`src/source/aesPkg.sv`:
```
package aesPkg;

	localparam int numRounds = 10;

	typedef logic [127:0] aesBlock_t;  // Byte 0 in bits 127:120, column-major
	typedef logic [31:0]  aesWord_t;
	typedef logic [7:0]   aesByte_t;
	typedef logic [3:0]   aesRound_t;

	// Encoding follows the datapath select order
	typedef enum logic [1:0]
	{
		addKey       = 2'b00,
		invShiftRows = 2'b01,
		invSubBytes  = 2'b10,
		invMixCols   = 2'b11
	} aesOp_t;

	typedef struct packed
	{
		logic      load;     // Capture key and ciphertext
		logic      keyStep;  // Expand next round key
		logic      opEn;
		aesOp_t    op;
		aesRound_t round;
	} aesCtrl_t;

	// ****************************
	// GF(2^8) arithmetic
	// ****************************

	function automatic aesByte_t gfMul(aesByte_t a, aesByte_t b);
		aesByte_t acc;
		aesByte_t sh;
		acc = '0;
		sh  = a;
		for (int i = 0; i < 8; i++)
		begin
			if (b[i])
				acc = acc ^ sh;
			sh = {sh[6:0], 1'b0} ^ (sh[7] ? 8'h1b : 8'h00);  // Reduce by x^8+x^4+x^3+x+1
		end
		return acc;
	endfunction

	// Multiplicative inverse as a^254, zero maps to zero
	function automatic aesByte_t gfInv(aesByte_t a);
		aesByte_t acc;
		aesByte_t sq;
		acc = 8'h01;
		sq  = a;
		for (int i = 1; i < 8; i++)
		begin
			sq  = gfMul(sq, sq);
			acc = gfMul(acc, sq);
		end
		return acc;
	endfunction

	function automatic aesByte_t rotl8(aesByte_t a, int n);
		return aesByte_t'((a << n) | (a >> (8 - n)));
	endfunction

	function automatic aesByte_t sbox(aesByte_t a);
		aesByte_t b;
		b = gfInv(a);
		return b ^ rotl8(b, 1) ^ rotl8(b, 2) ^ rotl8(b, 3) ^ rotl8(b, 4) ^ 8'h63;
	endfunction

	// Undo the affine map first, then invert
	function automatic aesByte_t invSbox(aesByte_t a);
		return gfInv(rotl8(a, 1) ^ rotl8(a, 3) ^ rotl8(a, 6) ^ 8'h05);
	endfunction

endpackage

```
`src/source/aesControl.sv`:
```
`timescale 1ns/1ps

module aesControl
(
	input  logic             Clk,
	input  logic             arstN,
	input  logic             start,
	output aesPkg::aesCtrl_t ctrl,
	output logic             done
);
	import aesPkg::*;

	typedef enum logic [3:0]
	{
		stIdle,
		stKey1,
		stKey2,
		stKey3,
		stKey4,
		stKey5,
		stKey6,
		stKey7,
		stKey8,
		stKey9,
		stKey10,
		stAddKey,
		stInvShift,
		stInvSub,
		stInvMix,
		stDone
	} ctrlState_t;

	ctrlState_t state;
	ctrlState_t nextState;
	aesRound_t  round;      // Counts 10 down to 0
	aesRound_t  nextRound;

	always_ff @(posedge Clk or negedge arstN)
	begin
		if (!arstN)
		begin
			state <= stIdle;
			round <= '0;
		end
		else
		begin
			state <= nextState;
			round <= nextRound;
		end
	end

	always_comb
	begin
		nextState = state;
		nextRound = round;
		unique case (state)
			stIdle:
			begin
				if (start)
				begin
					nextState = stKey1;
					nextRound = aesRound_t'(numRounds);
				end
			end
			stKey1:     nextState = stKey2;
			stKey2:     nextState = stKey3;
			stKey3:     nextState = stKey4;
			stKey4:     nextState = stKey5;
			stKey5:     nextState = stKey6;
			stKey6:     nextState = stKey7;
			stKey7:     nextState = stKey8;
			stKey8:     nextState = stKey9;
			stKey9:     nextState = stKey10;
			stKey10:    nextState = stAddKey;
			stAddKey:
			begin
				if (round == aesRound_t'(numRounds))
					nextState = stInvShift;  // Initial key add, no mix columns
				else if (round == '0)
					nextState = stDone;
				else
					nextState = stInvMix;
				if (round != '0)
					nextRound = round - 4'd1;
			end
			stInvShift: nextState = stInvSub;
			stInvSub:   nextState = stAddKey;
			stInvMix:   nextState = stInvShift;
			stDone:
			begin
				if (!start)
					nextState = stIdle;
			end
		endcase
	end

	always_comb
	begin
		ctrl = '{load: 1'b0, keyStep: 1'b0, opEn: 1'b0, op: addKey, round: round};
		done = 1'b0;
		case (state)
			stIdle:     ctrl.load = start;
			stKey1, stKey2, stKey3, stKey4, stKey5,
			stKey6, stKey7, stKey8, stKey9, stKey10:
				ctrl.keyStep = 1'b1;
			stAddKey:   ctrl.opEn = 1'b1;
			stInvShift:
			begin
				ctrl.opEn = 1'b1;
				ctrl.op   = invShiftRows;
			end
			stInvSub:
			begin
				ctrl.opEn = 1'b1;
				ctrl.op   = invSubBytes;
			end
			stInvMix:
			begin
				ctrl.opEn = 1'b1;
				ctrl.op   = invMixCols;
			end
			stDone:     done = 1'b1;
			default: ;
		endcase
	end

	roundInRange: assert property (@(posedge Clk) disable iff (!arstN)
		ctrl.round <= numRounds);

	// Key schedule finishes before the datapath touches the state
	keysBeforeOps: assert property (@(posedge Clk) disable iff (!arstN)
		ctrl.load |=> (ctrl.keyStep && !ctrl.opEn) [*10]
		##1 (ctrl.opEn && ctrl.op == addKey && ctrl.round == numRounds));

	doneLatency: assert property (@(posedge Clk) disable iff (!arstN)
		ctrl.load |=> !done [*50] ##1 done);

endmodule

```
`config.mk`:
```
export PLATFORM = sky130hd
export DESIGN_NAME = aesControl
export DESIGN_NICKNAME = d
export VERILOG_FILES = /design/src/source/aesPkg.sv /design/src/source/aesControl.sv
export SDC_FILE = /design/constraint.sdc
export NUM_CORES = 1
export LEC_CHECK = 0
export ABC_AREA = 0
export BUFFER_PORTS_ARGS = -buffer_cell sky130_fd_sc_hd__buf_2
export CAP_MARGIN = 20
export CORE_MARGIN = 3
export CORE_UTILIZATION = 35
export CTS_BUF_LIST = sky130_fd_sc_hd__clkbuf_2 sky130_fd_sc_hd__clkbuf_4 sky130_fd_sc_hd__clkbuf_8
export CTS_CLUSTER_DIAMETER = 200
export CTS_CLUSTER_SIZE = 20
export DETAILED_ROUTE_END_ITERATION = 10
export SYNTH_ARGS = -nofsm -noshare
export SYNTH_HDL_FRONTEND = slang
export SYNTH_SLANG_ARGS = --single-unit
```
`constraint.sdc`:
```
create_clock -name Clk -period 1.8 [get_ports Clk]
set_input_delay 0.18 -clock Clk [delete_from_list [all_inputs] [get_ports Clk]]
set_output_delay 0.18 -clock Clk [all_outputs]
set_load 0.01 [all_outputs]
```
==> results of run 1 <==
-- what timing repair did --
action                     CTS  global route
hold buffers                 1             0
resized for setup            0             5
setup endpoints to repair    0             2
hold endpoints to repair     8             0
-- worst max path at each step --
stage,slack (ns),to,from
after floorplan,0.37,round[2],round[0]
after detailed placement,0.24,round[2],round[0]
final,0.14,ctrl[8],state[2]
after global placement,0.28,round[2],round[1]
after global routing,0.02,ctrl[8],state[2]
after CTS,0.02,ctrl[8],state[3]
-- critical path, cell delays in order (launching register included) --
cell and delay [ns]:
dfrtp_2 0.48, nor4_2 0.34, nand2_1 0.16, inv_1 0.12, buf_2 0.14
-- per-layer routing --
| layer | up-vias | track usage [%] | wire, um |
|---|---|---|---|
| li1 | 258 | - | - |
| met1 | 230 | 16.4 | 553 |
| met2 | 13 | 18.1 | 550 |
| met3 | 2 | 4.74 | 48 |
| met4 | 0 | 5.11 | 9 |
| met5 | - | 0 | 0 |
-- cells by family (layout without fill, tap and decap cells) --
family	count (synthesis)	after routing	share of synthesized area, %
buf+inv	9	22	6.98
fa+ha+maj	3	3	6.76
flops	8	8	36.0
compound gates	17	17	17.1
xor+xnor	2	2	3.15
simple gates	26	26	30.0
-- power by group through the flow --
| stage | Combinational [mW] | Sequential [mW] | Clock (mW) |
|---|---|---|---|
| 3_3_place_gp | 0.00880 | 0.183 | 0 |
| 4_1_cts | 0.0105 | 0.180 | 0.137 |
| 2_1_floorplan | 0.00171 | 0.183 | 0 |
| 5_1_grt | 0.0115 | 0.180 | 0.147 |
| 3_5_place_dp | 0.00882 | 0.183 | 0 |
| 6_report | 0.0103 | 0.180 | 0.129 |
-- stage by stage --
step / instance area (um2) / power [mW] / util, %
after floorplan: 556 / 0.185 / -
after global placement: 622 / 0.192 / 44.5
after detailed placement: 622 / 0.192 / 44.5
after CTS: 654 / 0.328 / 46.8
after global routing: 666 / 0.338 / 47.6
final: 666 / 0.320 / 47.6
-- state kept, by name, indices dropped and copies added, names as in the netlist --
name,flops
state,4
round,4
-- cells in the mapped netlist, types with 2 or more instances --
| cell type | n |
|---|---|
| a21oi_1 | 8 |
| dfrtp_1 | 8 |
| inv_1 | 5 |
| nor2_1 | 5 |
| o21ai_0 | 5 |
| buf_2 | 4 |
| nand2_1 | 4 |
| or3_1 | 4 |
| ha_1 | 3 |
| nand3_1 | 3 |
| a211oi_1 | 2 |
| nand2b_1 | 2 |
| or4_1 | 2 |
| xnor2_1 | 2 |
-- area by class of cell --
| type | instances | area (um2) | share of cell area [%] |
|---|---|---|---|
| Timing Repair Buffer | 14 | 77.6 | 11.7 |
| Multi-Input combinational cell | 48 | 323 | 48.5 |
| Inverter | 5 | 18.8 | 2.82 |
| Sequential cell | 8 | 205 | 30.8 |
| Tap cell | 15 | 18.8 | 2.82 |
| Clock buffer | 3 | 22.5 | 3.38 |
==> run metrics, run 1 <==
Syn Inst Count=65; arrival time worst endpoint=1.48 ns; status=complete, no violations; flops & latches, synth=8; Setup TNS Final=0 ns; Final #Nets=86; f_max=0.602 GHz; CTS Sinks=8; Post-synth EDFFs=0; Worst R2R Start=round[0]; fin crit period=1.66 ns; Final Max Tran Viols=0; Die W=45.8 um; layout cell share with drive strength beyond 1=28.2%; Worst slew margin=82.5%; HP Start=start; post-synth top area share=36.0%; Synth area leaders=dfrtp_1, a21oi_1, ha_1; Final period util=92.4%; PD cells=480 nW/um2; clk buf depth=2; Syn Nets=71; reg2reg path depth=6; commonest cells after routing, fill and taps aside=buf_2, a21oi_1, nor2_1, inv_1, o21ai_0; Pleak=0.293 nW; Port Buffers=12; DRC viols=0; unrepaired setup endpoints after global routing=no; via count=503; worst-path fanout max=12; die span in y=45.8 um; register share of total power=56.3%; Final Hold Viols=0; Final Non-Filler Cells=93; Mapped Area=556 um2; routed vias/inst=5.41; final setup margin=0.138 ns; Worst Skew=0.00137 ns; WS Path Type=reg2out; leading area contributor after synthesis=dfrtp_1; pre-CTS setup slack=0.237 ns; Skew-Pair Late Insertion Delay=0.25 ns; ys async rst share=100%; mean post-synth cell area=8.55 um2; clock root buffer=clkbuf_4; vias in the first global route=434; clock-pin slew on the worst setup and hold paths=0.05 ns; Ys Warns=0; CTS tree=yes; Detailed Place HPWL=869 um; global-route wire length before repair=1.86 mm; Cell Int Power=260 uW; combinational power share=3.2%; initial antenna violation count=0; Main synth FF type=dfrtp_1; largest net degree at the start of global routing=13; CTS Buf Count=3; total of max-cap violations=0; R2R Setup Slk=0.23 ns; dpl cells=89; startpoint types=register; Synth-to-Final Area Change=19.8%; fillers=144; hold crit path type=in2reg; I/O pin cnt=13; Core Footprint=1400 um2; buffer count from post-CTS setup fixing=0; first-pass iteration count of the detailed router=4; required time worst endpoint=1.62 ns; htree depth=1; initial core utilization=39.7%; sequential fraction of the synthesis area=36.0%; gr ovfl total=0; Routed Antenna Nets=0; Final setup violation count=0; WL/cell=12.5 um; Sw Share=18.7%; Die Area=2100 um2; switching power total=59.9 uW; commonest non-fill, non-tap cell in the layout=buf_2; Worst setup EP type=primary output; clock share of power=40.5%; WHS=0.263 ns; worst-margin pin slew=0.260 ns; Yosys cell types=22; Hold Crit Depth=3; Post-Route WL=1.16 mm; Ant. Diodes=0; Hold Path Sink=state[3]; VDD IR max=254 uV; gr usage total=12.5%; R2R Path End=round[2]; 1st-iter DRT viols=8; gp weighted congestion=0.720; # rows=13
(Power assumes the default switching activity.)
==> run 2: changes to the inputs <==
--- a/config.mk
+++ b/config.mk
@@ -14,6 +14,8 @@
 export CTS_CLUSTER_DIAMETER = 200
 export CTS_CLUSTER_SIZE = 20
 export DETAILED_ROUTE_END_ITERATION = 10
+export SLEW_MARGIN = 0
 export SYNTH_ARGS = -nofsm -noshare
 export SYNTH_HDL_FRONTEND = slang
 export SYNTH_SLANG_ARGS = --single-unit
+export TNS_END_PERCENT = 100
==> constraint.sdc (replaced) <==
create_clock -name Clk -period 1.8 [get_ports Clk]
set_input_delay 0.27 -clock Clk [delete_from_list [all_inputs] [get_ports Clk]]
set_output_delay 0.27 -clock Clk [all_outputs]
set_load 0.01 [all_outputs]
==> run 2 against run 1 <==
Via count rose by 0.60%. Setup slack better by 0.0056 ns. Die area unchanged. First-iteration DRC count grew 13%. Critical path type unchanged. Routed wire length is 0.26% lower. Register-to-register slack better by 0.03 ns. Sequential share of layout area shrank 1.4 points.
==> run metrics, run 2 (synthesis gave the netlist of run 1 again) <==
Die W=45.8 um (unchanged); clk buf depth=2 (unchanged); Final Util=49.3% (+1.7 points); Worst slew margin=81.5% (-0.98 points); reg2reg path depth=6 (unchanged); Highest Signal Layer=met3; Worst Setup EP=ctrl[8]; Skew-Pair Late Insertion Delay=0.25 ns (about the same); Core Footprint=1400 um2 (unchanged); Ant. Diodes=0 (unchanged); M1 wire length=568 um (+2.7%); CTS Sinks=8 (unchanged); via count=506 (+0.60%); f_max=0.604 GHz (+0.34%); R2R Setup Slk=0.26 ns (+0.03 ns); Synth-to-Final Area Change=24.1%; total of max-cap violations=0 (unchanged); DRC viols=0 (unchanged); Die Area=2100 um2 (unchanged); Worst setup EP type=primary output; vias in the first global route=465 (+7.1%); routed vias/inst=5.33 (-1.5%); Final Max Tran Viols=0 (unchanged); Detailed Place HPWL=875 um (+0.66%); CTS tree=yes; # rows=13 (unchanged); met3 routed WL=42 um (-13%); Pleak=0.303 nW (+3.3%); R2R Path End=round[2]; layout cell share with drive strength beyond 1=28.7% (+0.54 points); gr ovfl total=0 (unchanged); worst setup path start=state[0]; Port Buffers=12 (unchanged); unrepaired setup endpoints after global routing=no; required time worst endpoint=1.53 ns (-0.09 ns); WL/cell=12.2 um (-2.4%); Area after DPL=637 um2 (+2.4%); Setup TNS Final=0 ns (unchanged); Worst Skew=0.00493 ns (+0.00356 ns); Final period util=92.0% (-0.31 points); clock root buffer=clkbuf_4; Final setup violation count=0 (unchanged); CTS Buf Count=3 (unchanged); Post-Route WL=1.16 mm (-0.26%); commonest non-fill, non-tap cell in the layout=buf_2; Worst R2R Start=round[0]; worst-path fanout max=11 (-1); die span in y=45.8 um (unchanged); commonest cells after routing, fill and taps aside=buf_2, a21oi_1, dfrtp_1; gp weighted congestion=0.727 (+1.0%); arrival time worst endpoint=1.39 ns (-0.09 ns); wire length on met2=548 um (-0.36%); htree depth=1 (unchanged); global-route wire length before repair=1.99 mm (+6.7%); Final #Nets=88 (+2.3%); largest net degree at the start of global routing=13 (unchanged); I/O pin cnt=13 (unchanged); biggest registers after layout=round: 4 flops, state: 4 flops; WS Path Type=reg2out; fin crit period=1.66 ns (-0.00564 ns); VDD IR max=361 uV (+42%); post-layout instance area=689 um2 (+3.6%); first-pass iteration count of the detailed router=4 (unchanged); startpoint types=register; initial core utilization=39.7% (unchanged); 1st-iter DRT viols=9 (+1); buffer count from post-CTS setup fixing=0 (unchanged); hold crit path type=in2reg; PD cells=467 nW/um2 (-2.7%); worst-margin pin slew=0.277 ns (+0.0169 ns); gr usage total=13.2% (+0.72 points); clock-pin slew on the worst setup and hold paths=0.05 ns (about the same); Routed Antenna Nets=0 (unchanged); Final Hold Viols=0 (unchanged); status=complete, no violations; initial antenna violation count=0 (unchanged)
## run 2: cell types whose count changed in the layout (fill, tap and decap cells not counted), sizes merged
cell and change:
buf +2
## run 2: per-layer routing
layer,up-vias,GRT usage (%)
met5,-,0
met3,0,4.74
met2,8,20.3
met1,238,16.6
met4,0,5.11
li1,260,-
## run 2: worst min-delay path by stage
| stage | slack (ns) | end | cells after the start | start |
|---|---|---|---|---|
| 2_1_floorplan | -0.03 | round[0] | 0 | arstN |
| 3_3_place_gp | 0.12 | state[3] | 1 | arstN |
| 3_5_place_dp | 0.13 | state[1] | 1 | arstN |
| 4_1_cts | 0.36 | state[3] | 3 | start |
| 5_1_grt | 0.38 | state[3] | 3 | start |
| 6_report | 0.36 | round[3] | 3 | start |
## run 2: layout make-up
cell class | count | area [um2]
clock buffer | 3 | 22.5
fill | 139 | 709
inverter | 5 | 18.8
multi-input combinational | 48 | 334
sequential | 8 | 203
tap | 15 | 18.8
timing repair buffer | 16 | 92.6
## run 2: what timing repair did
item                       in CTS  in global routing
hold endpoints to repair        8                  0
setup endpoints to repair       1                  1
gates resized for setup         3                  2
hold buffers                    1                  0
## run 2: critical path, stage by stage (launching register included)
cell	delay, ns
dfrtp_2	0.50
nor4_4	0.28
nand2_2	0.12
inv_1	0.11
buf_2	0.14
## run 2: stage by stage
| step | setup slack [ns] | hold slack, ns | total power [mW] | std cells |
|---|---|---|---|---|
| after floorplan | 0.365 | -0.0256 | 0.185 | 65 |
| after global placement | 0.200 | 0.125 | 0.192 | 91 |
| after detailed placement | 0.179 | 0.129 | 0.192 | 91 |
| after CTS | 0.0518 | 0.356 | 0.332 | 95 |
| after global routing | 0.0201 | 0.379 | 0.341 | 95 |
| final | 0.143 | 0.363 | 0.322 | 95 |
## run 2: where the power goes
group | internal [mW] | total [mW] | switching, mW
clock | 0.0759 | 0.131 | 0.0555
sequential | 0.180 | 0.180 | 0
combinational | 0.00403 | 0.0107 | 0.00665
total | 0.260 | 0.322 | 0.0622
