### src/source/aesPkg.sv
package aesPkg;

	localparam int numRounds = 10;

	typedef logic [127:0] aesBlock_t;  // Byte 0 in bits 127:120, column-major
	typedef logic [31:0]  aesWord_t;
	typedef logic [7:0]   aesByte_t;
	typedef logic [3:0]   aesRound_t;

	// Encoding follows the datapath select order
	typedef enum logic [1:0]
	{
		addKey       = 2'b00,
		invShiftRows = 2'b01,
		invSubBytes  = 2'b10,
		invMixCols   = 2'b11
	} aesOp_t;

	typedef struct packed
	{
		logic      load;     // Capture key and ciphertext
		logic      keyStep;  // Expand next round key
		logic      opEn;
		aesOp_t    op;
		aesRound_t round;
	} aesCtrl_t;

	// ****************************
	// GF(2^8) arithmetic
	// ****************************

	function automatic aesByte_t gfMul(aesByte_t a, aesByte_t b);
		aesByte_t acc;
		aesByte_t sh;
		acc = '0;
		sh  = a;
		for (int i = 0; i < 8; i++)
		begin
			if (b[i])
				acc = acc ^ sh;
			sh = {sh[6:0], 1'b0} ^ (sh[7] ? 8'h1b : 8'h00);  // Reduce by x^8+x^4+x^3+x+1
		end
		return acc;
	endfunction

	// Multiplicative inverse as a^254, zero maps to zero
	function automatic aesByte_t gfInv(aesByte_t a);
		aesByte_t acc;
		aesByte_t sq;
		acc = 8'h01;
		sq  = a;
		for (int i = 1; i < 8; i++)
		begin
			sq  = gfMul(sq, sq);
			acc = gfMul(acc, sq);
		end
		return acc;
	endfunction

	function automatic aesByte_t rotl8(aesByte_t a, int n);
		return aesByte_t'((a << n) | (a >> (8 - n)));
	endfunction

	function automatic aesByte_t sbox(aesByte_t a);
		aesByte_t b;
		b = gfInv(a);
		return b ^ rotl8(b, 1) ^ rotl8(b, 2) ^ rotl8(b, 3) ^ rotl8(b, 4) ^ 8'h63;
	endfunction

	// Undo the affine map first, then invert
	function automatic aesByte_t invSbox(aesByte_t a);
		return gfInv(rotl8(a, 1) ^ rotl8(a, 3) ^ rotl8(a, 6) ^ 8'h05);
	endfunction

endpackage

### src/source/axiLitePkg.sv
package axiLitePkg;

	typedef logic [7:0]  axiAddr_t;
	typedef logic [31:0] axiData_t;
	typedef logic [3:0]  axiStrb_t;

	typedef enum logic [1:0]
	{
		respOkay   = 2'b00,
		respSlvErr = 2'b10
	} axiResp_t;

	typedef struct packed
	{
		axiAddr_t awAddr;
		logic     awValid;
		axiData_t wData;
		axiStrb_t wStrb;
		logic     wValid;
		logic     bReady;
		axiAddr_t arAddr;
		logic     arValid;
		logic     rReady;
	} axiLiteReq_t;

	typedef struct packed
	{
		logic     awReady;
		logic     wReady;
		axiResp_t bResp;
		logic     bValid;
		logic     arReady;
		axiData_t rData;
		axiResp_t rResp;
		logic     rValid;
	} axiLiteRsp_t;

	// ****************************
	// Register map
	// ****************************
	localparam axiAddr_t regCtrl    = 8'h00;  // Bit 0 start
	localparam axiAddr_t regStatus  = 8'h04;  // Bit 0 done, bit 1 busy
	localparam axiAddr_t regKey0    = 8'h10;  // Word 0 holds block bits 127:96
	localparam axiAddr_t regCipher0 = 8'h20;
	localparam axiAddr_t regPlain0  = 8'h30;

endpackage

### src/source/aesRegSlave.sv
`timescale 1ns/1ps

module aesRegSlave
(
	input  logic                    Clk,
	input  logic                    arstN,
	input  axiLitePkg::axiLiteReq_t axiReq,
	output axiLitePkg::axiLiteRsp_t axiRsp,
	input  logic                    done,
	input  aesPkg::aesBlock_t       plainText,
	output logic                    start,
	output aesPkg::aesBlock_t       key,
	output aesPkg::aesBlock_t       cipherText
);
	import aesPkg::*;
	import axiLitePkg::*;

	logic       wrAccept;  // Drives awReady and wReady
	logic       bValid;
	axiResp_t   bResp;
	logic       arReady;
	logic       rValid;
	axiData_t   rData;
	axiResp_t   rResp;
	logic       busy;
	logic [1:0] wrIdx;
	logic [1:0] rdIdx;
	axiData_t   rdWord;
	logic       rdHit;

	function automatic logic inBank(axiAddr_t addr, axiAddr_t base);
		return addr[7:4] == base[7:4] && addr[1:0] == 2'b00;
	endfunction

	function automatic axiData_t getWord(aesBlock_t blk, logic [1:0] idx);
		return blk[127 - 32 * idx -: 32];
	endfunction

	function automatic axiData_t mergeBytes(axiData_t old, axiData_t data, axiStrb_t strb);
		axiData_t res;
		res = old;
		for (int b = 0; b < 4; b++)
			if (strb[b])
				res[8 * b +: 8] = data[8 * b +: 8];
		return res;
	endfunction

	assign busy  = start && !done;
	assign wrIdx = axiReq.awAddr[3:2];
	assign rdIdx = axiReq.arAddr[3:2];

	// ****************************
	// Write channel
	// ****************************
	always_ff @(posedge Clk or negedge arstN)
	begin
		if (!arstN)
		begin
			wrAccept   <= 1'b0;
			bValid     <= 1'b0;
			bResp      <= respOkay;
			start      <= 1'b0;
			key        <= '0;
			cipherText <= '0;
		end
		else
		begin
			wrAccept <= axiReq.awValid && axiReq.wValid && !wrAccept && !bValid;
			if (wrAccept)
			begin
				bValid <= 1'b1;
				bResp  <= respOkay;
				if (inBank(axiReq.awAddr, regKey0))
					key[127 - 32 * wrIdx -: 32] <=
						mergeBytes(getWord(key, wrIdx), axiReq.wData, axiReq.wStrb);
				else if (inBank(axiReq.awAddr, regCipher0))
					cipherText[127 - 32 * wrIdx -: 32] <=
						mergeBytes(getWord(cipherText, wrIdx), axiReq.wData, axiReq.wStrb);
				else if (axiReq.awAddr == regCtrl)
				begin
					if (axiReq.wStrb[0])
						start <= axiReq.wData[0];
				end
				else
					bResp <= respSlvErr;  // Status, plaintext and holes
			end
			else if (bValid && axiReq.bReady)
				bValid <= 1'b0;
		end
	end

	// ****************************
	// Read channel
	// ****************************
	always_comb
	begin
		rdHit  = 1'b1;
		rdWord = '0;
		if (axiReq.arAddr == regCtrl)
			rdWord = {31'b0, start};
		else if (axiReq.arAddr == regStatus)
			rdWord = {30'b0, busy, done};
		else if (inBank(axiReq.arAddr, regKey0))
			rdWord = getWord(key, rdIdx);
		else if (inBank(axiReq.arAddr, regCipher0))
			rdWord = getWord(cipherText, rdIdx);
		else if (inBank(axiReq.arAddr, regPlain0))
			rdWord = getWord(plainText, rdIdx);
		else
			rdHit = 1'b0;
	end

	always_ff @(posedge Clk or negedge arstN)
	begin
		if (!arstN)
		begin
			arReady <= 1'b0;
			rValid  <= 1'b0;
			rData   <= '0;
			rResp   <= respOkay;
		end
		else
		begin
			arReady <= axiReq.arValid && !arReady && !rValid;
			if (arReady)
			begin
				rValid <= 1'b1;
				rData  <= rdWord;
				rResp  <= rdHit ? respOkay : respSlvErr;
			end
			else if (rValid && axiReq.rReady)
				rValid <= 1'b0;
		end
	end

	assign axiRsp = '{
		awReady: wrAccept,
		wReady:  wrAccept,
		bResp:   bResp,
		bValid:  bValid,
		arReady: arReady,
		rData:   rData,
		rResp:   rResp,
		rValid:  rValid
	};

	bHeld: assert property (@(posedge Clk) disable iff (!arstN)
		bValid && !axiReq.bReady |=> bValid && $stable(bResp));

	rHeld: assert property (@(posedge Clk) disable iff (!arstN)
		rValid && !axiReq.rReady |=> rValid && $stable(rData) && $stable(rResp));

endmodule

### config.mk
export PLATFORM = sky130hd
export DESIGN_NAME = aesRegSlave
export DESIGN_NICKNAME = d
export VERILOG_FILES = /design/src/source/aesPkg.sv /design/src/source/axiLitePkg.sv /design/src/source/aesRegSlave.sv
export SDC_FILE = /design/constraint.sdc
export NUM_CORES = 1
export LEC_CHECK = 0
export BUFFER_PORTS_ARGS = -buffer_cell sky130_fd_sc_hd__buf_4
export CAP_MARGIN = 0
export CORE_AREA = 2 2 187 189
export CTS_CLUSTER_DIAMETER = 150
export DETAILED_ROUTE_END_ITERATION = 10
export DIE_AREA = 0 0 189 191
export HOLD_SLACK_MARGIN = 0.1
export PLACE_DENSITY = 0.76
export SYNTH_ARGS = -nofsm -noshare
export SYNTH_HDL_FRONTEND = slang
export SYNTH_SLANG_ARGS = --single-unit
export TNS_END_PERCENT = 100
### constraint.sdc
create_clock -name Clk -period 3.6 [get_ports Clk]
set_input_delay 0.36 -clock Clk [delete_from_list [all_inputs] [get_ports Clk]]
set_output_delay 0.36 -clock Clk [all_outputs]
set_load 0.005 [all_outputs]
==> run_results.csv, run 1 <==
group,metric,value,unit
pwr,pwr-share-clk,43.7,%
critical_path,cp-start-kind,"register",
timing,rsz0062_at_grt,"no",
timing,tns,0,ns
placement,gp_congestion,1.01,
critical_path,cp-end-kind,"register",
timing,worst_slew_pin_slew,0.822,ns
grt,grt_max_degree,108,
min_path,hold_path.class,"in -> reg",
route,detail_route.wl_per_cell,26.2,um
pwr,max-vdd-ir-drop,395,uV
critical_path,critPathMaxFanout,32,
cells_and_area,postLayoutCellArea,0.0216,mm^2
pwr,p_per_area,365,mW/mm^2
floorplan,dieArea,0.0361,mm^2
grt,antenna_found_initial,2,
clock_tree,path_clk_slew,0.06,ns
min_path,holdPathEnd,"bResp[1]",
route,drc,0,
logic_synthesis,synth-edff-count,0,
route,first_iter_violations,1618,
route,highest_layer,"met4",
pwr,switching_share,24.8,%
route,wl_met3,6.72,mm
clock_tree,cts-resized-gates,0,
timing,hold_violations,0,
logic_synthesis,synth_area,0.0165,mm^2
route,wl_met1,24.5,mm
critical_path,crit_type,"reg -> reg",
clock_tree,clkSinkCount,295,
pwr,p_sw,1.96,mW
logic_synthesis,synth_cell_types,35,
grt,grt_pass1_wl,90.2,mm
placement,port_buffers,483,
logic_synthesis,avgSynthCellArea,11.6,um^2
clock_tree,clock-root-buffer,"clkbuf_16",
floorplan,start_util,48.2,%
pwr,p_leak,9.77,nW
pwr,p_int,5.92,mW
logic_synthesis,ys_warn_count,0,
timing,post-route-min-period,1.91,ns
route,first_pass_iters,6,
floorplan,core,0.0341,mm^2
critical_path,r2r_start,"wrAccept",
timing,relSlewSlack,45.2,%
clock_tree,htree_num_levels,1,
timing,setup_ws,1.69,ns
min_path,worstHoldPathCells,3,
route,wl_met2,26.7,mm
timing,skew,0.0109,ns
grt,grt_overflow,0,
cells_and_area,final_common_cell,"buf_4",
placement,place_hpwl,43.6,mm
placement,dpl_cell_area,0.0204,mm^2
outcome,status,"finished clean",
logic_synthesis,yosysSeqAreaShare,44.8,%
timing,setup_viol,0,
run,cap_violations,0,
route,viasPerCell,6.30,
grt,grt.total_usage,33.0,%
min_path,hp-start,"axiReq[49]",
floorplan,ioPinCount,486,
floorplan,rows,68,
critical_path,worstPathArrival,2.36,ns
cells_and_area,areaGrowthSynthToFinish,31.0,%
timing,post-route-period-util,53.1,%
logic_synthesis,synthArstFlopShare,100,%
logic_synthesis,ys.flop_type,"dfrtp_1",
cells_and_area,layout.nets,2012,
placement,dp_slack,1.17,ns
cells_and_area,fillers,2647,
floorplan,die_w,189,um
logic_synthesis,syn_inst,1417,
clock_tree,cts_tree,"yes",
timing,drv_slew,0,
critical_path,rr_worst_depth,5,
route,via_count,14500,
cells_and_area,drive_gt1_share,43.0,%
cells_and_area,layout_common_cells,"502 x buf_4, 295 x dfrtp_1, 285 x o21ai_0",
route,ant_nets,0,
clock_tree,clock_latency,0.57,ns
pwr,combPwrFrac,12.7,%
timing,fmax,0.523,GHz
logic_synthesis,synth.ff_latch_count,295,
grt,grt_pass1_vias,14100,
clock_tree,clock_path_buffers,3,
critical_path,cp.required,4.05,ns
route,routed_wl,60.2,mm
critical_path,r2r_slack,1.69,ns
clock_tree,numCtsBuffers,31,
critical_path,r2r-end,"key[27]",
floorplan,die_y,191,um
pwr,p_seq_share,43.6,%
==> critical path: stages (launching register included) <==
cell and delay, ns:
dfrtp_1 0.33, buf_4 0.19, nand3_1 0.21, nor3_4 0.18
buf_4 0.44, mux2_2 0.40
==> timing repair <==
| item | 4_1_cts | 5_1_grt |
|---|---|---|
| endpoints found under the hold margin | 106 | 0 |
| hold buffers | 5 | 0 |
| buffers inserted | 0 | 0 |
==> sequential cells by signal (all words and copies together) (netlist names) <==
register / flops
wrAccept: 1
rValid: 1
start: 1
arReady: 1
rData: 32
bValid: 1
rResp: 1
key: 128
cipherText: 128
bResp: 1
==> cells by family after synthesis <==
family	after synthesis	synth area share, %
compound gates	396	13.8
flops	295	44.8
simple gates	286	8.40
mux	257	28.3
buf+inv	182	4.66
other cells	1	0.0228
==> layout make-up <==
| cell class | instances | area [um^2] | area share [%] |
|---|---|---|---|
| tap | 455 | 569 | 2.64 |
| clock inverter | 8 | 148 | 0.685 |
| inverter | 36 | 135 | 0.627 |
| clock buffer | 47 | 956 | 4.43 |
| antenna | 1 | 2.50 | 0.0116 |
| sequential | 295 | 7380 | 34.2 |
| multi-input combinational | 941 | 8330 | 38.6 |
| timing repair buffer | 519 | 4050 | 18.8 |
==> power groups by stage <==
stage | Sequential, mW | Combinational (mW) | Clock (mW)
after floorplan | 3.48 | 0.468 | 0
after global routing | 3.44 | 1.07 | 3.62
after global placement | 3.49 | 0.969 | 0
after detailed placement | 3.49 | 0.986 | 0
final | 3.44 | 1.00 | 3.44
after CTS | 3.43 | 0.994 | 3.49
==> Yosys cell counts (4+ instances only) <==
| cell | number | area, um^2 |
|---|---|---|
| nor2b_1 | 4 | 25.0 |
| o21ai_1 | 4 | 20.0 |
| a21oi_1 | 4 | 20.0 |
| inv_1 | 36 | 135 |
| o21ai_0 | 285 | 1430 |
| nor2_1 | 4 | 15.0 |
| a31oi_1 | 7 | 43.8 |
| and3_1 | 32 | 200 |
| dfrtp_1 | 295 | 7380 |
| o21a_1 | 32 | 240 |
| mux2i_1 | 32 | 320 |
| mux4_2 | 160 | 3600 |
| nand3_1 | 33 | 165 |
| mux2_1 | 4 | 45.0 |
| clkbuf_1 | 98 | 368 |
| buf_1 | 9 | 33.8 |
| mux2_2 | 61 | 687 |
| o2bb2ai_1 | 30 | 263 |
| nand2b_1 | 4 | 25.0 |
| nand2_1 | 162 | 608 |
| nand4_1 | 36 | 225 |
| buf_4 | 14 | 105 |
| buf_2 | 25 | 125 |
| o31ai_1 | 32 | 240 |
==> routing by layer <==
layer | vias to the layer above | track usage [%]
li1 | 6162 | -
met1 | 7250 | 49.1
met2 | 946 | 47.7
met3 | 143 | 8.11
met4 | 0 | 11.1
met5 | - | 0
==> worst max path at each step <==
stage	depth (start not counted)	slack, ns	end	from
after global placement	6	1.25	key[55]	axiReq[56]
final	5	1.69	key[27]	wrAccept
after CTS	5	1.69	key[27]	wrAccept
after global routing	5	1.58	key[26]	wrAccept
after floorplan	6	1.62	rData[25]	axiReq[4]
after detailed placement	6	1.17	key[20]	axiReq[56]
==> stage by stage <==
step / hold WS [ns] / power (mW) / std cells / utilization [%]
2_1_floorplan: 0.0644 / 3.95 / 1418 / -
3_3_place_gp: 0.471 / 4.46 / 2241 / 59.8
3_5_place_dp: 0.471 / 4.48 / 2241 / 59.8
4_1_cts: 0.104 / 7.92 / 2301 / 63.2
5_1_grt: 0.103 / 8.13 / 2302 / 63.2
6_report: 0.122 / 7.88 / 2302 / 63.2
Note: power is estimated with default switching activity, not from simulation.
==> inputs of run 2 (changes only) <==
--- a/config.mk
+++ b/config.mk
@@ -7,12 +7,12 @@
 export LEC_CHECK = 0
 export BUFFER_PORTS_ARGS = -buffer_cell sky130_fd_sc_hd__buf_4
 export CAP_MARGIN = 0
-export CORE_AREA = 2 2 187 189
+export CORE_MARGIN = 1.5
+export CORE_UTILIZATION = 48
 export CTS_CLUSTER_DIAMETER = 150
 export DETAILED_ROUTE_END_ITERATION = 10
-export DIE_AREA = 0 0 189 191
 export HOLD_SLACK_MARGIN = 0.1
-export PLACE_DENSITY = 0.76
+export PLACE_DENSITY = 0.79
 export SYNTH_ARGS = -nofsm -noshare
 export SYNTH_HDL_FRONTEND = slang
 export SYNTH_SLANG_ARGS = --single-unit
==> constraint.sdc (replaced) <==
create_clock -name Clk -period 1.7 [get_ports Clk]
set_input_delay 0.17 -clock Clk [delete_from_list [all_inputs] [get_ports Clk]]
set_output_delay 0.17 -clock Clk [all_outputs]
set_load 0.005 [all_outputs]
==> run 2 against run 1 <==
Compared with the run above: critical endpoint is now cipherText[62]; clock power grew 100%; non-clock buffer count increased by 86; largest cell class unchanged; cell count grew 3.6%; largest power group unchanged; worst hold slack lost 0.0090 ns; combinational power up 130%; global-route usage increased by 2.6 points; sequential cell count unchanged; sequential power up 110%.
==> run_results.csv, run 2 (synthesis gave the netlist of run 1 again) <==
group,metric,value,unit
route,ant_nets,0,
clock_tree,postCtsSetupBuffers,0,
floorplan,start_util,49.0,%
timing,drv_slew,0,
critical_path,path_common_cell,"buf_4",
route,routed_wl,63.2,mm
placement,port_buffers,483,
run,cap_violations,0,
route,first_pass_iters,5,
clock_tree,htree_num_levels,2,
placement,dp_cells,2301,
outcome,status,"finished clean",
timing,hold_violations,0,
timing,worst_slew_pin_slew,0.661,ns
placement,gp_congestion,0.973,
grt,grt_max_degree,65,
placement,dpl_cell_area,0.0211,mm^2
critical_path,cpPeakStageDelay,0.47,ns
cells_and_area,areaGrowthSynthToFinish,36.0,%
grt,grt.total_usage,35.6,%
grt,grt_pass1_wl,95.1,mm
cells_and_area,layout_common_cells,"553 x buf_4, 295 x dfrtp_1, 284 x o21ai_0",
cells_and_area,layoutNonFillerInstCount,2384,
route,detail_route.wl_per_cell,26.5,um
critical_path,cp.required,2.12,ns
timing,tns,0,ns
critical_path,cp_num_buf_inv,3,
cells_and_area,layout.nets,2101,
critical_path,critPathMaxFanout,32,
pwr,p_per_area,741,mW/mm^2
route,via_count,15000,
timing,hold_slack,0.113,ns
clock_tree,clock_latency,0.51,ns
floorplan,die_y,188,um
critical_path,worstPathArrival,2.08,ns
min_path,hold_path.class,"in -> reg",
floorplan,dieArea,0.0354,mm^2
clock_tree,path_clk_slew,0.06,ns
critical_path,crit_type,"reg -> reg",
clock_tree,clock-root-buffer,"clkbuf_16",
floorplan,die_w,188,um
floorplan,rows,67,
timing,rsz0062_at_grt,"yes",
clock_tree,clkSinkCount,295,
grt,grt_overflow,0,
cells_and_area,postLayoutCellArea,0.0224,mm^2
placement,place_hpwl,46.7,mm
cells_and_area,fillers,2487,
grt,grt_pass1_vias,15000,
clock_tree,clock_path_buffers,3,
route,first_iter_violations,1498,
route,drc,0,
floorplan,core,0.0336,mm^2
grt,antenna_found_initial,6,
clock_tree,cts_tree,"yes",
timing,fmax,0.602,GHz
timing,skew,0.0132,ns
floorplan,ioPinCount,486,
cells_and_area,final_common_cell,"buf_4",
critical_path,critical-path-top-delay-family,"buffers and inverters",
timing,post-route-period-util,97.7,%
pwr,p_leak,10.2,nW
critical_path,cpMaxStageDelayCell,"dfrtp_1",
pwr,max-vdd-ir-drop,530,uV
timing,setup_viol,0,
clock_tree,numCtsBuffers,34,
route,viasPerCell,6.30,
cells_and_area,reg_top3,"cipherText (128), key (128), rData (32)",
cells_and_area,drive_gt1_share,44.3,%
timing,relSlewSlack,56.0,%
critical_path,path_cells,"buf_4 > nand4_1 > buf_4 > nand2b_1 > buf_12 > o21ai_0",
critical_path,cp-start-kind,"register",
cells_and_area,fin_util,66.6,%
critical_path,cp-end-kind,"register",
timing,post-route-min-period,1.66,ns
[run 2: layout make-up]
type	count	area (um^2)	share of cell area, %
Antenna cell	3	7.51	0.0335
Clock buffer	50	972	4.34
Clock inverter	6	61.3	0.274
Inverter	36	135	0.604
Multi-Input combinational cell	941	8340	37.2
Sequential cell	295	7380	33.0
Tap cell	448	561	2.50
Timing Repair Buffer	605	4930	22.0
[run 2: per-stage QoR]
| stage | power, mW | worst slack, ns |
|---|---|---|
| 5_1_grt | 17.1 | -0.0134 |
| 3_5_place_dp | 9.63 | -0.178 |
| 3_3_place_gp | 9.58 | -0.162 |
| 6_report | 16.6 | 0.0389 |
| 2_1_floorplan | 8.36 | -0.0456 |
| 4_1_cts | 16.6 | 0.00157 |
[run 2: layer usage]
| metal | GRT usage, % | up-vias | wire length [um] |
|---|---|---|---|
| li1 | - | 6342 | - |
| met1 | 49.3 | 7497 | 24200 |
| met2 | 52.3 | 1006 | 28400 |
| met3 | 10.9 | 169 | 7790 |
| met4 | 15.0 | 6 | 2800 |
| met5 | 0 | - | 41 |
[run 2: worst paths after layout]
kind                       cells past startpoint              end       start  slack [ns]
max                                            6   cipherText[62]    wrAccept        0.04
min reg2reg                                    2         rData[0]    rData[0]        0.50
max reg2reg                                    6   cipherText[62]    wrAccept        0.04
min in group asynchronous                      2          key[88]       arstN        0.15
max in group asynchronous                      3   cipherText[70]       arstN        0.84
min                                            3  cipherText[103]  axiReq[23]        0.11
[run 2: repair_timing]
item | in CTS | in global routing
gates resized for setup | 0 | 3
endpoints found under the hold margin | 332 | 0
setup endpoints to repair | 0 | 34
hold buffers | 24 | 0
[run 2: worst register-to-register path, delay by kind of cell (launching register included)]
kind            cells  cell delay [ns]
simple gates        2             0.30
buf+inv             3             0.59
flops               1             0.47
compound gates      1             0.21
[run 2: where the power goes]
part | total [mW] | switching [mW] | internal, mW | leakage (nW)
clock network | 7.01 | 2.91 | 4.10 | 0.504
registers | 7.28 | 0.131 | 7.15 | 4.10
logic | 2.31 | 1.22 | 1.09 | 5.61
